### src/include/exec_config.svh
`ifndef EXEC_CONFIG_SVH
`define EXEC_CONFIG_SVH

// Operand, shifter and result width
`define DATA_WIDTH 32

// Shift amount width, covers amounts 0 to 31
`define SHIFT_BITS 5

// Flag vector is NZCV, bit 3 down to bit 0
`define FLAG_N 3
`define FLAG_Z 2
`define FLAG_C 1
`define FLAG_V 0
`endif
### src/source/execPkg.sv
`default_nettype none

package execPkg;

  // Data-processing opcode, ARM instruction bits [24:21]
  typedef enum logic [3:0] {
    DP_AND = 4'h0, DP_EOR = 4'h1, DP_SUB = 4'h2, DP_RSB = 4'h3,
    DP_ADD = 4'h4, DP_ADC = 4'h5, DP_SBC = 4'h6, DP_RSC = 4'h7,
    DP_TST = 4'h8, DP_TEQ = 4'h9, DP_CMP = 4'hA, DP_CMN = 4'hB,
    DP_ORR = 4'hC, DP_MOV = 4'hD, DP_BIC = 4'hE, DP_MVN = 4'hF
  } dpOpcodeT;

  // ALU result select
  typedef enum logic [2:0] {
    ALU_AND          = 3'b000,
    ALU_XOR          = 3'b001,
    ALU_SUM          = 3'b010,
    ALU_OR           = 3'b011,
    ALU_PASSB        = 3'b100,
    ALU_PASSB_CLEAR0 = 3'b101  // B with bit 0 forced low
  } aluOpT;

  // How C and V are formed
  typedef enum logic [2:0] {
    CV_LOGIC       = 3'b000,  // C from shifter, V kept
    CV_COMPARE_NEG = 3'b100,  // CMN, add overflow rule
    CV_SUBTRACT    = 3'b101,  // Subtract overflow rule
    CV_ADD         = 3'b110   // Add overflow rule
  } cvUpdateT;

  typedef enum logic [1:0] {
    SHIFT_LSL = 2'b00,
    SHIFT_LSR = 2'b01,
    SHIFT_ASR = 2'b10,
    SHIFT_ROR = 2'b11
  } shiftTypeT;

  // Adder carry-in source
  typedef enum logic [1:0] {
    CARRY_ZERO = 2'b00,
    CARRY_ONE  = 2'b01,
    CARRY_FLAG = 2'b10   // Stored C flag
  } carrySelT;

endpackage

`default_nettype wire

### src/source/executeStage.sv
`timescale 1ns/1ns
`default_nettype none

`include "exec_config.svh"

module executeStage import execPkg::*; (
  input  logic                   clk,
  input  logic                   reset,
  input  logic                   instrValid,
  input  logic                   setFlags,     // S bit
  input  dpOpcodeT               opcode,
  input  logic [`DATA_WIDTH-1:0] operandA,     // Rn
  input  logic [`DATA_WIDTH-1:0] operandB,     // Rm or immediate before shift
  input  shiftTypeT              shiftType,
  input  logic [`SHIFT_BITS-1:0] shiftAmount,
  output logic [`DATA_WIDTH-1:0] result,
  output logic                   resultValid,
  output logic [3:0]             flags         // NZCV
);

  logic [`DATA_WIDTH-1:0] shiftedB;
  logic                   shifterCarry;
  aluOpT                  aluOperation;
  logic                   invertB;
  logic                   reverseInputs;
  carrySelT               carrySel;
  cvUpdateT               cvUpdate;
  logic                   writesResult;
  logic [3:0]             nextFlags;
  logic                   flagUpdate;

  assign flagUpdate  = instrValid & setFlags;
  assign resultValid = instrValid & writesResult;

  barrelShifter shifter (
    .value       (operandB),
    .shiftType   (shiftType),
    .shiftAmount (shiftAmount),
    .carryIn     (flags[`FLAG_C]),   // Passed through on amount 0
    .shifted     (shiftedB),
    .carryOut    (shifterCarry)
  );

  aluDecoder decoder (
    .opcode        (opcode),
    .aluOperation  (aluOperation),
    .invertB       (invertB),
    .reverseInputs (reverseInputs),
    .carrySel      (carrySel),
    .cvUpdate      (cvUpdate),
    .writesResult  (writesResult)
  );

  alu aluCore (
    .a                (operandA),
    .b                (shiftedB),
    .aluOperation     (aluOperation),
    .invertB          (invertB),
    .reverseInputs    (reverseInputs),
    .carrySel         (carrySel),
    .cvUpdate         (cvUpdate),
    .shifterCarry     (shifterCarry),
    .previousCarry    (flags[`FLAG_C]),
    .previousOverflow (flags[`FLAG_V]),
    .result           (result),
    .nextFlags        (nextFlags)
  );

  flagRegister flagReg (
    .clk       (clk),
    .reset     (reset),
    .update    (flagUpdate),
    .nextFlags (nextFlags),
    .flags     (flags)
  );

endmodule

`default_nettype wire

### src/source/flagRegister.sv
`timescale 1ns/1ns
`default_nettype none

module flagRegister (
  input  logic       clk,
  input  logic       reset,      // Synchronous, active high
  input  logic       update,     // Flag-setting instruction this cycle
  input  logic [3:0] nextFlags,  // NZCV from the ALU
  output logic [3:0] flags
);

  // NZCV state, also the carry and overflow source for the next instruction
  always_ff @(posedge clk) begin
    if (reset) begin
      flags <= 4'b0000;
    end else if (update) begin
      flags <= nextFlags;
    end
  end

endmodule

`default_nettype wire

### src/source/alu.sv
`timescale 1ns/1ns
`default_nettype none

`include "exec_config.svh"

module alu import execPkg::*; (
  input  logic [`DATA_WIDTH-1:0] a,
  input  logic [`DATA_WIDTH-1:0] b,                // Shifted operand B
  input  aluOpT                  aluOperation,
  input  logic                   invertB,
  input  logic                   reverseInputs,
  input  carrySelT               carrySel,
  input  cvUpdateT               cvUpdate,
  input  logic                   shifterCarry,
  input  logic                   previousCarry,    // Stored C
  input  logic                   previousOverflow, // Stored V
  output logic [`DATA_WIDTH-1:0] result,
  output logic [3:0]             nextFlags         // NZCV
);

  logic [`DATA_WIDTH-1:0] opA;
  logic [`DATA_WIDTH-1:0] opB;
  logic [`DATA_WIDTH-1:0] condInvB;
  logic [`DATA_WIDTH:0]   sum;          // MSB is adder carry out
  logic                   carryIn;
  logic                   addOverflow;
  logic                   subOverflow;
  logic                   carryFlag;
  logic                   overflowFlag;

  // Operand swap for reverse subtract
  assign opA = reverseInputs ? b : a;
  assign opB = reverseInputs ? a : b;

  assign condInvB = invertB ? ~opB : opB;

  always_comb begin
    case (carrySel)
      CARRY_ONE:  carryIn = 1'b1;
      CARRY_FLAG: carryIn = previousCarry;
      default:    carryIn = 1'b0;
    endcase
  end

  assign sum = {1'b0, opA} + {1'b0, condInvB} + {{`DATA_WIDTH{1'b0}}, carryIn};

  always_comb begin
    case (aluOperation)
      ALU_AND:          result = opA & condInvB;
      ALU_XOR:          result = opA ^ condInvB;
      ALU_OR:           result = opA | condInvB;
      ALU_PASSB:        result = condInvB;
      ALU_PASSB_CLEAR0: result = {condInvB[`DATA_WIDTH-1:1], 1'b0};
      default:          result = sum[`DATA_WIDTH-1:0];
    endcase
  end

  // Sign rules use B before inversion
  assign subOverflow = (opA[`DATA_WIDTH-1] ^ opB[`DATA_WIDTH-1]) &
                       (opA[`DATA_WIDTH-1] ^ sum[`DATA_WIDTH-1]);
  assign addOverflow = ~(opA[`DATA_WIDTH-1] ^ opB[`DATA_WIDTH-1]) &
                       (opA[`DATA_WIDTH-1] ^ sum[`DATA_WIDTH-1]);

  always_comb begin
    case (cvUpdate)
      CV_SUBTRACT: begin
        carryFlag    = sum[`DATA_WIDTH];   // Set means no borrow
        overflowFlag = subOverflow;
      end
      CV_ADD, CV_COMPARE_NEG: begin
        carryFlag    = sum[`DATA_WIDTH];
        overflowFlag = addOverflow;
      end
      CV_LOGIC: begin
        carryFlag    = shifterCarry;
        overflowFlag = previousOverflow;   // V untouched by logic ops
      end
      default: begin
        carryFlag    = previousCarry;
        overflowFlag = previousOverflow;
      end
    endcase
  end

  assign nextFlags = {result[`DATA_WIDTH-1], (result == '0), carryFlag, overflowFlag};

endmodule

`default_nettype wire

### src/source/aluDecoder.sv
`timescale 1ns/1ns
`default_nettype none

module aluDecoder import execPkg::*; (
  input  dpOpcodeT opcode,
  output aluOpT    aluOperation,
  output logic     invertB,
  output logic     reverseInputs,
  output carrySelT carrySel,
  output cvUpdateT cvUpdate,
  output logic     writesResult   // Low for TST, TEQ, CMP, CMN
);

  always_comb begin
    // Plain logical op writing its result
    aluOperation  = ALU_AND;
    invertB       = 1'b0;
    reverseInputs = 1'b0;
    carrySel      = CARRY_ZERO;
    cvUpdate      = CV_LOGIC;
    writesResult  = 1'b1;

    case (opcode)
      DP_AND: aluOperation = ALU_AND;
      DP_EOR: aluOperation = ALU_XOR;
      DP_SUB: begin                       // A + ~B + 1
        aluOperation = ALU_SUM;
        invertB      = 1'b1;
        carrySel     = CARRY_ONE;
        cvUpdate     = CV_SUBTRACT;
      end
      DP_RSB: begin                       // B + ~A + 1
        aluOperation  = ALU_SUM;
        reverseInputs = 1'b1;
        invertB       = 1'b1;
        carrySel      = CARRY_ONE;
        cvUpdate      = CV_SUBTRACT;
      end
      DP_ADD: begin
        aluOperation = ALU_SUM;
        cvUpdate     = CV_ADD;
      end
      DP_ADC: begin
        aluOperation = ALU_SUM;
        carrySel     = CARRY_FLAG;
        cvUpdate     = CV_ADD;
      end
      DP_SBC: begin                       // A + ~B + C
        aluOperation = ALU_SUM;
        invertB      = 1'b1;
        carrySel     = CARRY_FLAG;
        cvUpdate     = CV_SUBTRACT;
      end
      DP_RSC: begin                       // B + ~A + C
        aluOperation  = ALU_SUM;
        reverseInputs = 1'b1;
        invertB       = 1'b1;
        carrySel      = CARRY_FLAG;
        cvUpdate      = CV_SUBTRACT;
      end
      DP_TST: writesResult = 1'b0;        // AND, flags only
      DP_TEQ: begin
        aluOperation = ALU_XOR;
        writesResult = 1'b0;
      end
      DP_CMP: begin
        aluOperation = ALU_SUM;
        invertB      = 1'b1;
        carrySel     = CARRY_ONE;
        cvUpdate     = CV_SUBTRACT;
        writesResult = 1'b0;
      end
      DP_CMN: begin
        aluOperation = ALU_SUM;
        cvUpdate     = CV_COMPARE_NEG;
        writesResult = 1'b0;
      end
      DP_ORR: aluOperation = ALU_OR;
      DP_MOV: aluOperation = ALU_PASSB;
      DP_BIC: invertB = 1'b1;             // A & ~B
      DP_MVN: begin
        aluOperation = ALU_PASSB;
        invertB      = 1'b1;
      end
      default: writesResult = 1'b0;       // Unknown opcode writes nothing
    endcase
  end

endmodule

`default_nettype wire

### src/source/barrelShifter.sv
`timescale 1ns/1ns
`default_nettype none

`include "exec_config.svh"

module barrelShifter import execPkg::*; (
  input  logic [`DATA_WIDTH-1:0] value,        // Operand B before shift
  input  shiftTypeT              shiftType,
  input  logic [`SHIFT_BITS-1:0] shiftAmount,
  input  logic                   carryIn,      // Current C flag
  output logic [`DATA_WIDTH-1:0] shifted,
  output logic                   carryOut
);

  // Each shift carries one guard bit that catches the last bit shifted out
  logic        [`DATA_WIDTH:0]     lslWide;      // Top bit is the carry
  logic        [`DATA_WIDTH:0]     lsrWide;      // Bottom bit is the carry
  logic signed [`DATA_WIDTH:0]     asrWide;      // Bottom bit is the carry
  logic        [2*`DATA_WIDTH-1:0] rorWide;      // Value doubled for rotate
  logic                            typeCarry;

  assign lslWide = {1'b0, value} << shiftAmount;
  assign lsrWide = {value, 1'b0} >> shiftAmount;
  assign asrWide = $signed({value, 1'b0}) >>> shiftAmount;  // Sign bit fills from the top
  assign rorWide = {value, value} >> shiftAmount;

  // Select shifted value and its carry by type
  always_comb begin
    case (shiftType)
      SHIFT_LSL: begin
        shifted   = lslWide[`DATA_WIDTH-1:0];
        typeCarry = lslWide[`DATA_WIDTH];      // value[W-amount]
      end
      SHIFT_LSR: begin
        shifted   = lsrWide[`DATA_WIDTH:1];
        typeCarry = lsrWide[0];                // value[amount-1]
      end
      SHIFT_ASR: begin
        shifted   = asrWide[`DATA_WIDTH:1];
        typeCarry = asrWide[0];
      end
      SHIFT_ROR: begin
        shifted   = rorWide[`DATA_WIDTH-1:0];
        typeCarry = rorWide[`DATA_WIDTH-1];    // Bit that wrapped into the MSB
      end
      default: begin
        shifted   = value;
        typeCarry = carryIn;
      end
    endcase
  end

  // Amount 0 is a plain pass, shifted already equals value here
  assign carryOut = (shiftAmount == '0) ? carryIn : typeCarry;

endmodule

`default_nettype wire

### config.mk
export PLATFORM = sky130hd
export DESIGN_NAME = executeStage
export DESIGN_NICKNAME = d
export VERILOG_FILES = /design/src/source/execPkg.sv /design/src/source/executeStage.sv /design/src/source/flagRegister.sv /design/src/source/alu.sv /design/src/source/aluDecoder.sv /design/src/source/barrelShifter.sv
export VERILOG_INCLUDE_DIRS = /design/src /design/src/include
export SDC_FILE = /design/constraint.sdc
export NUM_CORES = 1
export LEC_CHECK = 0
export BUFFER_PORTS_ARGS = -buffer_cell sky130_fd_sc_hd__buf_2
export CORE_MARGIN = 2
export CORE_UTILIZATION = 35
export DETAILED_ROUTE_END_ITERATION = 6
export SLEW_MARGIN = 30
export SYNTH_ARGS = -nofsm -noshare
export SYNTH_HDL_FRONTEND = slang
export SYNTH_SLANG_ARGS = --single-unit
### constraint.sdc
create_clock -name clk -period 15.5 [get_ports clk]
set_input_delay 3.1 -clock clk [delete_from_list [all_inputs] [get_ports clk]]
set_output_delay 3.1 -clock clk [all_outputs]
set_load 0.02 [all_outputs]
======== After elaboration in Yosys (flattened, before gate mapping) ========
Index checks and enable logic that the tools add are counted.
operators by class
  add/subtract/negate cells ............... 2
  equal/unequal tests ..................... 28
  shifts and indexed selects .............. 4
  mux-type cells .......................... 16
  bitwise logic cells ..................... 11
  reductions and logical operators ........ 21
operators by type and width
  kind                count
  $pmux 32 s5         1
  $pmux 32 s4         1
  $mux 32             3
  $shr 64x5->32       1
  $add 32x32->33      1
  $add 33x1->33       1
  $shl 32x5->33       1
  $shr 33x5->33       1
  $sshr 33x5->33      1
  $and 32x32->32      1
  $eq 4x4->1 const B  8
  $logic_not 32->1    1
  $not 32->32         1
  $or 32x32->32       1
  $xor 32x32->32      1
  $eq 4x3->1 const B  4
  $eq 3x3->1 const B  5
  $pmux 3 s4          1
  $reduce_or 2->1     5
  $pmux 3 s3          1
  $reduce_or 3->1     3
  $eq 4x2->1 const B  2
  $reduce_or 8->1     1
  $reduce_or 7->1     1
  21 further kinds    35
storage, ports and cells
  register bits after elaboration ......... 4
  input bits .............................. 79
  word-level logic and storage cells ...... 85

======== Depth between registers and ports, before layout ========
Gate-level depths: netlist (run 1).
  depth in word-level cells ............... 11
  depth in mapped cells ................... 28
  mapped depth without buffers ............ 23

======== Hierarchy ========
A second synthesis (run 1) with hierarchy kept.
second synthesis, totals
  cell total of the unflattened synthesis .. 1494
  area, all modules ....................... 11245.8 µm²
by module, submodules not included
  module         instances  cells an instance  area each (µm²)  sequential area each (µm²)
  barrelShifter  1          737                5876.9           0.0
  alu            1          721                5099.9           0.0
  flagRegister   1          13                 140.1            80.1
  aluDecoder     1          21                 116.4            0.0
  executeStage   1          2                  12.5             0.0

======== Least setup slack after synthesis (run 1) ========
Ideal clock, no wire load.
  kind .................................... input to output
  start point ............................. input shiftAmount[0]
  end point ............................... output result[28]
  data arrival time ....................... 8.204 ns
  path slack .............................. 4.196 ns
  stages .................................. 26
  cells stage by stage .................... buf_2 -> buf_6 -> buf_6 -> buf_4 -> buf_4 -> buf_2 -> buf_4 -> mux2_2 -> o211ai_1 -> a31o_2 -> nor2_1 -> a211oi_1 -> or2_2 -> inv_1 -> fa_1 -> inv_1 -> fa_1 -> a211oi_1 -> nor4b_1 -> o2111ai_1 -> nand4b_1 -> a41oi_1 -> a21oi_1 -> nor2_1 -> xor2_1 -> a22oi_1
on the way
  longest elaborated chain between the ends .. 8
  elaborated cells on any way between the ends .. 15
RTL lines
  element                                RTL line             source
  from (decl)                            executeStage.sv:15   input logic [`SHIFT_BITS-1:0] shiftAmount,
  $shr 64x5->32 (tied with other cells)  barrelShifter.sv:25  assign rorWide = {value, value} >> shiftAmount;
  $pmux 32 s4 (*)                        barrelShifter.sv:29  case (shiftType)
  $mux 32                                alu.sv:33            assign opB = reverseInputs ? a : b;
  $not 32->32                            alu.sv:35            assign condInvB = invertB ? ~opB : opB;
  $mux 32                                alu.sv:35
  $add 32x32->33                         alu.sv:45            assign sum = {1'b0, opA} + {1'b0, condInvB} + {{`DATA_WIDTH{1'b0}}, carryIn};
  $add 33x1->33                          alu.sv:45
  $pmux 32 s5 (*)                        alu.sv:48            case (aluOperation)
  to (decl)                              executeStage.sv:16   output logic [`DATA_WIDTH-1:0] result,
Mark *: on every way between the ends. The rest lies on a longest branch, timed or not.

======== Worst setup path in the final report (run 1) ========
Same ends and word-level chain as after synthesis.

==> out/qor.yml, run 1 <==
gr-total-overflow: 0
cp_common_cell: "nor2_1"
cp-start-kind: "input pin"
worstHoldStart: "flagReg.flags[3]"
endpoint_kind: "output port"
register_area_um2: 80.1
critPathSlowestCell: "buf_4"
dieArea_um2: 35500
fin_ws_ps: 2710
grt_max_degree: 61
p_switching_mw: 0.498
path_depth: 22
power_density_nw_per_um2: 64.6
fmax_ghz: 0.0782
top_regs: "flagReg.flags (4)"
dr.pass1.iters: 6
largest_reg_flops: 4
p_comb_share_pct: 93.6
fin_crit_sh_pct: 82.5
path_cells: "buf_4 > buf_4 > nor2b_1 > a222oi_1 > a32o_1 > o32ai_1 > o2111ai_1 > nor2_1 > nor2_1 > xnor2_1 > inv_1 > fa_1 > a211oi_1 > nor4b_1 > o2111ai_1 > nand4b_1 > a41oi_1 > a21oi_1 > nor2_1 > xor2_1 > a22oi_1 > buf_2"
mostFrequentLayoutCell: "nand2_1"
vdd_drop_max_v: 0.0000337
area_growth_pct: 6.39
post-route-drc-count: 0
setup_viol: 0
routed_wl_um: 60500
placementRows: 67
cts_setup_buffers: 0
final_cell_mix: "nand2_1 (210), nor2_1 (133), buf_2 (113), mux2i_1 (102), a21oi_1 (98)"
port_buffers: 115
ys_seq_elements: 4
fill_cells: 3643
hold_path.class: "register to register"
die-height_um: 188
cts_tree: "done"
numPlacedInstances: 2083
synth_warnings: 0
syn_nets: 1801
avgSynthCellArea_um2: 7.20
multi_input_area_um2: 10800
synth_top_area_share_pct: 14.6
cp-startpoint: "shiftAmount[0]"
synth_area_leaders: "mux4_2 (15%), mux2i_1 (8.6%), ha_1 (6.9%)"
tns_ps: 0
p_int_mw: 0.320
p_leak_nw: 5.28
path_buf_inv: 4
ctsRootBufferMaster: "clkbuf_16"
syn_inst: 1654
crit_family: "compound AO/OA/AOI/OAI gates"
gp_congestion: 1.05
vias: 14189
cp_data_arrival_time_ps: 9690
rr_worst_depth: 16
die_w_um: 188
place_ws_ps: 2750
relSlewSlack_pct: 31.8
htreeDepth: 1
layout.nets: 1789
max_cap_violations: 0
synthesis.area_um2: 11900
clkPwrFrac_pct: 5.0
total_power_mw: 0.819
clock-sinks: 4
dpl.hpwl_um: 45900
post_cts_resized: 0
p_seq_share_pct: 1.4
min_period_ps: 12790
grt_use_total_pct: 32.9
clk_latency_ps: 230
antenna_found_initial: 1
ios: 116
synth_edf_count: 0
synth-seq-area-share_pct: 0.673
numCtsBuffers: 3
synth_cell_types: 89
r2r_start: "flagReg.flags[1]"
tightest_slew_ps: 1010
vias_per_cell: 6.80
grt_pass1_wl_um: 88700
diodes: 0
status: "completed"
final_cell_count_no_fill: 2088
timing.rr.end: "flagReg.flags[2]"
drive_above_1_share_pct: 19.9
antenna_left: 0
synthFlopType: "dfxtp_1"
cp_data_required_time_ps: 12400
ff2ff_setup_slack_ps: 10030
start_util_pct: 35.5
maxSlewViolCount: 0
clock_path_buffers: 2
grt_pass1_vias: 13045
hold_buffers: 0
rsz0062_at_grt: "false"
drt_iter0_markers: 1716
postSynth.asyncResetShare_pct: 0
crit_type: "input pin to output port"
path_max_fanout: 58
yosysTopAreaCell: "mux4_2"
hold_viol_final: 0
fp.coreArea_um2: 33500
cp-endpoint: "result[28]"
max_stage_delay_ps: 790
skew_ps: 1.64
avgRoutedWirePerCell_um: 29.0
regMostFlops: "flagReg.flags"
clkTransAtPathRegs_ps: 30
switching_share_pct: 60.9
==> synth_stat cells, drive strengths merged, types with 17 or more instances <==
master / n
a211oi: 23
a21o: 18
a21oi: 100
a221oi: 18
a22oi: 22
a31oi: 23
buf: 61
clkbuf: 102
ha: 66
inv: 87
mux2: 56
mux2i: 102
mux4: 79
nand2: 210
nand2b: 18
nand3: 39
nor2: 138
nor3: 33
o211ai: 27
o21ai: 90
or2: 17
xnor2: 44
==> worst min path at each step <==
stage / endpoint / slack, ps / cells past startpoint
global placement: flagReg.flags[3] / 440 / 2
global route: flagReg.flags[3] / 470 / 2
finish: flagReg.flags[3] / 460 / 2
detailed placement: flagReg.flags[3] / 460 / 2
floorplan: flagReg.flags[1] / 460 / 2
CTS: flagReg.flags[3] / 460 / 2
==> area by class of cell <==
cell class	count	share of cell area, %
multi-input combinational	1400	85.3
timing repair buffer	146	6.42
tap	448	4.43
inverter	87	2.58
sequential	4	0.632
clock buffer	3	0.593
==> through the flow <==
step / hold slack (ps) / area (µm²) / utilization, %
final: 456 / 12700 / 37.8
after detailed placement: 457 / 12600 / 37.5
after CTS: 460 / 12600 / 37.7
after floorplan: 457 / 11900 / -
after global routing: 468 / 12700 / 37.8
after global placement: 442 / 12600 / 37.5
==> power by group through the flow <==
stage               clock network (mW)  registers (mW)  logic (mW)
finish                          0.0408          0.0113       0.767
global route                    0.0423          0.0114       0.817
CTS                             0.0411          0.0113       0.746
detailed placement                   0          0.0115       0.743
global placement                     0          0.0114       0.741
floorplan                            0          0.0116       0.521
==> per-layer routing <==
metal	global-route usage (%)	up-vias	part of all wire [%]
met1	44.2	6915	40
met2	52.3	908	45
met4	14.0	0	5.0
li1	-	6229	-
met5	0	-	0
met3	5.22	137	9.8
==> tightest hold or removal path, cell delays in order, from the launching register on <==
cell and delay, ps:
dfxtp_1 300, nand2_1 50, a21oi_1 50
==> cell families (layout without fill, tap and decap cells) <==
family	Yosys count	after routing	share of synthesized area [%]
AOI/OAI and AO/OA	498	498	29.3
xor gates and xnor gates	54	54	3.97
adders and majority gates	68	68	7.27
buffers and inverters	250	236	8.99
DFF	4	4	0.673
muxes	237	237	28.9
and+or+nand+nor	543	543	20.9
Note: power is estimated with default switching activity, not from simulation.
==> run 2: changes to the inputs <==
ABC_AREA = 1   (was not set)
clock period = 12.7 ns   (was 15.5 ns; I/O delays follow)
==> out/qor.yml, run 2 <==
tightest_slew_ps: 960
total_power_mw: 0.829
cp_data_arrival_time_ps: 8130
crit_type: "input pin to output port"
ff2ff_setup_slack_ps: 8230
synth_xor_area_share_pct: 0.420
hold_viol_final: 0
fin_crit_sh_pct: 84.0
synth-seq-area-share_pct: 0.767
grt_max_degree: 89
diodes: 0
syn_inst: 2164
placementRows: 63
p_int_mw: 0.287
ctsRootBufferMaster: "clkbuf_16"
largest_reg_flops: 4
drt_iter0_markers: 1867
rr_worst_depth: 23
register_area_um2: 80.1
synth_mux_area_share_pct: 0.575
gp_congestion: 0.979
worstHoldStart: "flagReg.flags[2]"
ios: 116
relSlewSlack_pct: 35.9
clock-sinks: 4
postSynth.asyncResetShare_pct: 0
cts_tree: "done"
status: "completed"
cp-startpoint: "shiftAmount[0]"
yosysTopAreaCell: "nand2_1"
synth-simple-area-share_pct: 58.5
skew_ps: 1.87
cts_setup_buffers: 0
hold_path.class: "register to register"
hold-path-endpoint: "flagReg.flags[2]"
dpl.hpwl_um: 37400
grt_use_total_pct: 29.9
synth_top_family_by_area: "simple AND/OR/NAND/NOR gates"
antenna_left: 0
layout.nets: 2334
p_leak_nw: 6.30
yosys.cell_count.top_type: "nand2_1"
p_seq_share_pct: 1.7
vias_per_cell: 5.73
max_cap_violations: 0
endpoint_kind: "output port"
maxSlewViolCount: 0
setup_viol: 0
max_stage_delay_ps: 730
syn_nets: 2311
hold_buffers: 0
fmax_ghz: 0.0937
vdd_drop_max_v: 0.0000248
regMostFlops: "flagReg.flags"
tns_ps: 0
hold_path_depth: 2
path_buf_inv: 5
clock_path_buffers: 2
grt_pass1_wl_um: 74600
post_cts_resized: 0
power_density_nw_per_um2: 74.4
synth_top_area_share_pct: 29.6
fp.coreArea_um2: 29500
clk_latency_ps: 220
multi_input_area_um2: 8930
die-height_um: 177
die_w_um: 177
cp-start-kind: "input pin"
timing.rr.end: "flagReg.flags[2]"
p_switching_mw: 0.542
start_util_pct: 35.4
clkTransAtPathRegs_ps: 30
synth_area_leaders: "nand2_1 (30%), nand3_1 (20%), ha_1 (7.9%)"
routed_wl_um: 47500
cp_common_cell: "nand2_1"
htreeDepth: 1
numCtsBuffers: 3
gr-total-overflow: 0
clkPwrFrac_pct: 5.9
avgSynthCellArea_um2: 4.82
antenna_found_initial: 0
fill_cells: 3495
path_max_fanout: 48
drive_above_1_share_pct: 9.43
dr.pass1.iters: 6
p_comb_share_pct: 92.4
synth_edf_count: 0
switching_share_pct: 65.4
port_buffers: 115
yosys.area_share.adder_pct: 8.29
final_cell_mix: "nand2_1 (822), nand3_1 (422), inv_1 (207), o21ai_0 (125), buf_2 (115)"
post-route-drc-count: 0
synth_warnings: 0
cp_data_required_time_ps: 10160
area_growth_pct: 6.68
r2r_start: "flagReg.flags[1]"
min_period_ps: 10670
crit_family: "simple AND/OR/NAND/NOR gates"
ys_seq_elements: 4
rsz0062_at_grt: "false"
vias: 14755
avgRoutedWirePerCell_um: 18.4
synth_common_cells: "nand2_1 (822), nand3_1 (422), inv_1 (207)"
synthFlopType: "dfxtp_1"
grt_pass1_vias: 13772
critPathSlowestCell: "o21ai_0"
synth-compound-area-share_pct: 17.6
top_regs: "flagReg.flags (4)"
synthesis.area_um2: 10400
mostFrequentLayoutCell: "nand2_1"
dieArea_um2: 31200
synth_cell_types: 51
-- run 2: logic make-up (layout without fill, tap and decap cells) --
| family | Yosys count | in the layout |
|---|---|---|
| buffers and inverters | 338 | 359 |
| DFF | 4 | 4 |
| muxes | 6 | 6 |
| adders and majority gates | 68 | 68 |
| xor gates and xnor gates | 5 | 5 |
| and+or+nand+nor | 1426 | 1426 |
| AOI/OAI and AO/OA | 317 | 317 |
-- run 2: worst reg2reg max path, stage by stage (launching register included) --
cell	delay, ps
dfxtp_1	370
nand2_1	70
inv_1	50
o21bai_1	160
fa_1	420
inv_1	100
nand3_1	70
nand2_1	110
a21oi_1	130
o21ai_0	730
a21oi_1	190
inv_1	200
nand3_1	160
nand2_1	120
nand2_1	50
nand2_1	100
inv_1	70
nand2_1	60
nand3_1	120
nor2_1	380
nand3_1	260
nor2_1	170
nand2_1	160
a21oi_1	160
-- run 2: through the flow --
step / cell area (µm²) / hold slack (ps) / instances / util, % / setup slack [ps]
6_report: 11100 / 461 / 2575 / 37.8 / 2030
2_1_floorplan: 10400 / 448 / 2164 / - / 4050
3_5_place_dp: 11100 / 458 / 2572 / 37.5 / 2200
3_3_place_gp: 11100 / 452 / 2572 / 37.5 / 2310
4_1_cts: 11100 / 463 / 2575 / 37.8 / 2190
5_1_grt: 11100 / 492 / 2575 / 37.8 / 1510
-- run 2: layout make-up --
class,count,share of cell area [%]
Timing Repair Buffer,137,6.65
Tap cell,390,4.38
Clock buffer,3,0.674
Sequential cell,4,0.719
Multi-Input combinational cell,1822,80.2
Inverter,219,7.40
-- run 2: power groups by stage --
stage	logic (mW)	clock network [mW]	registers, mW
after floorplan	0.536	0	0.0143
after global placement	0.741	0	0.0140
after detailed placement	0.747	0	0.0141
after CTS	0.750	0.0489	0.0139
after global routing	0.851	0.0504	0.0140
final	0.766	0.0487	0.0139
-- run 2: worst max-delay path by stage --
| stage | to | slack [ps] | depth (start not counted) |
|---|---|---|---|
| 6_report | result[31] | 2030 | 31 |
| 4_1_cts | result[31] | 2190 | 31 |
| 5_1_grt | result[31] | 1510 | 31 |
| 2_1_floorplan | result[22] | 4050 | 25 |
| 3_3_place_gp | result[31] | 2310 | 31 |
| 3_5_place_dp | result[31] | 2200 | 31 |
-- run 2: layer usage --
metal  track usage (%)  wire length (µm)  vias up
li1                  -                 -     7144
met1              40.6             20300     6727
met2              48.5             21000      742
met3              2.77              4090      142
met4              11.9              2080        0
met5                 0                 0        -
==> run 3: changes to the inputs <==
ABC_AREA = 0   (was 1)
clock period = 8.7 ns   (was 12.7 ns; I/O delays follow)
==> out/qor.yml, run 3 (synthesis results as in run 1) <==
clock-sinks: 4
avgRoutedWirePerCell_um: 27.4
dr.pass1.iters: 7
clk_latency_ps: 220
dpl.hpwl_um: 50500
fp.coreArea_um2: 33500
dieArea_um2: 35500
largest_reg_flops: 4
clkTransAtPathRegs_ps: 30
routed_wl_um: 63700
htreeDepth: 1
top_regs: "flagReg.flags (4)"
p_seq_share_pct: 1.2
grt_max_degree: 58
switching_share_pct: 56.2
post_dp_cell_area_um2: 14300
mostFrequentLayoutCell: "buf_4"
tns_ps: 0
ctsRootBufferMaster: "clkbuf_16"
crit_type: "input pin to output port"
cp-start-kind: "input pin"
cts_tree: "done"
die-height_um: 188
antenna_left: 0
fin_ws_ps: 147
final_cell_count_no_fill: 2324
fin_area_um2: 14800
path_max_fanout: 14
grt_busiest_layer: "met2"
clkPwrFrac_pct: 4.3
fmax_ghz: 0.117
tightest_slew_ps: 998
hold_viol_final: 0
rsz0062_at_grt: "true"
met3_usage_pct: 5.49
vias: 15226
fin_crit_sh_pct: 98.3
regMostFlops: "flagReg.flags"
clock_path_buffers: 2
grtUsageMet2_pct: 56.0
r2r_start: "flagReg.flags[1]"
p_comb_share_pct: 94.5
maxSlewViolCount: 0
start_util_pct: 35.5
vdd_drop_max_v: 0.0000607
min_period_ps: 8550
status: "completed"
hold-path-endpoint: "flagReg.flags[3]"
hold_path.class: "register to register"
vias_per_cell: 6.55
cp_data_required_time_ps: 6960
placementRows: 67
power_density_nw_per_um2: 114
final_cell_mix: "buf_4 (249), nand2_1 (210), nor2_1 (134), buf_2 (111)"
hold_buffers: 0
layout.nets: 2024
area_growth_pct: 24.0
gr-usage-met1_pct: 45.8
drive_above_1_share_pct: 31.3
max_cap_violations: 0
grt_use_total_pct: 34.5
drt_iter0_markers: 1952
antenna_found_initial: 1
p_int_mw: 0.740
relSlewSlack_pct: 33.5
numCtsBuffers: 3
hold_path_depth: 2
timing.rr.end: "flagReg.flags[2]"
post-route-drc-count: 0
p_switching_mw: 0.951
cp_data_arrival_time_ps: 6810
fill_cells: 3512
numPlacedInstances: 2306
endpoint_kind: "output port"
worstHoldStart: "flagReg.flags[3]"
hold_slack_ps: 452
gp_congestion: 1.09
p_leak_nw: 6.50
setup_viol: 0
port_buffers: 115
gr-total-overflow: 0
skew_ps: 1.59
cp-startpoint: "shiftAmount[3]"
grt_pass1_wl_um: 93900
place_ws_ps: -106
grt_pass1_vias: 14356
die_w_um: 188
rr_worst_depth: 18
ff2ff_setup_slack_ps: 3900
ios: 116
run 3: cell count changes in the layout (fill, tap and decap cells not counted), moves of 77 or more:
cell,delta
nand2_1,-612
mux4_2,+77
nand3_1,-384
inv_1,-123
buf_4,+227
mux2i_1,+92
run 3: power groups by stage:
| stage | Combinational [mW] | Sequential [mW] | Clock [mW] |
|---|---|---|---|
| floorplan | 0.928 | 0.0207 | 0 |
| global placement | 1.50 | 0.0204 | 0 |
| detailed placement | 1.51 | 0.0204 | 0 |
| CTS | 1.52 | 0.0202 | 0.0716 |
| global route | 1.70 | 0.0203 | 0.0732 |
| finish | 1.60 | 0.0201 | 0.0720 |
run 3: timing repair:
item | in CTS | in global routing
resized for setup | 3 | 47
setup buffers | 1 | 11
gates cloned | 0 | 2
pin swaps | 1 | 6
endpoints found under the hold margin | 0 | 0
endpoints found under the setup margin | 4 | 13
run 3: routing by layer:
metal | part of all wire, % | vias to the layer above | routed length [µm]
met5 | 0 | - | 0
met4 | 5.3 | 0 | 3360
met3 | 9.9 | 191 | 6320
met2 | 45 | 968 | 28500
met1 | 40 | 7381 | 25500
li1 | - | 6686 | -
run 3: cell type report:
cell class	count	area (µm²)	area share, %
multi-input cells	1400	10900	74.0
repair buffers	381	2790	18.9
well taps	448	561	3.80
inverters	87	330	2.24
flip-flops and latches	4	80.1	0.542
clock buffers	3	75.1	0.508
diodes	1	2.50	0.0169
run 3: worst max-delay path, cell delays in order:
cell and delay, ps:
buf_6 160, buf_6 200, buf_6 200, mux2i_1 150, mux4_2 520, mux2_2 300
buf_4 140, or2_4 230, a311oi_4 270, buf_4 200, mux2i_1 100, xnor2_1 200
inv_1 60, ha_1 290, and3_1 220, nand3_1 150, o31ai_2 330, o2111ai_2 190
buf_4 180, a311oi_1 230, o21a_1 150, nor2_1 50, a21o_1 160, a22o_1 230
buf_2 160
run 3: stage by stage:
step | power (mW) | utilization [%]
2_1_floorplan | 0.949 | -
3_3_place_gp | 1.52 | 42.7
3_5_place_dp | 1.53 | 42.7
4_1_cts | 1.61 | 43.0
5_1_grt | 1.79 | 44.0
6_report | 1.69 | 44.0
run 3: how the worst max path moves through the flow:
| stage | to | slack, ps |
|---|---|---|
| final | result[29] | 150 |
| after global routing | result[29] | -20 |
| after CTS | result[29] | 8 |
| after detailed placement | result[31] | -110 |
| after global placement | result[31] | -30 |
| after floorplan | result[28] | 120 |
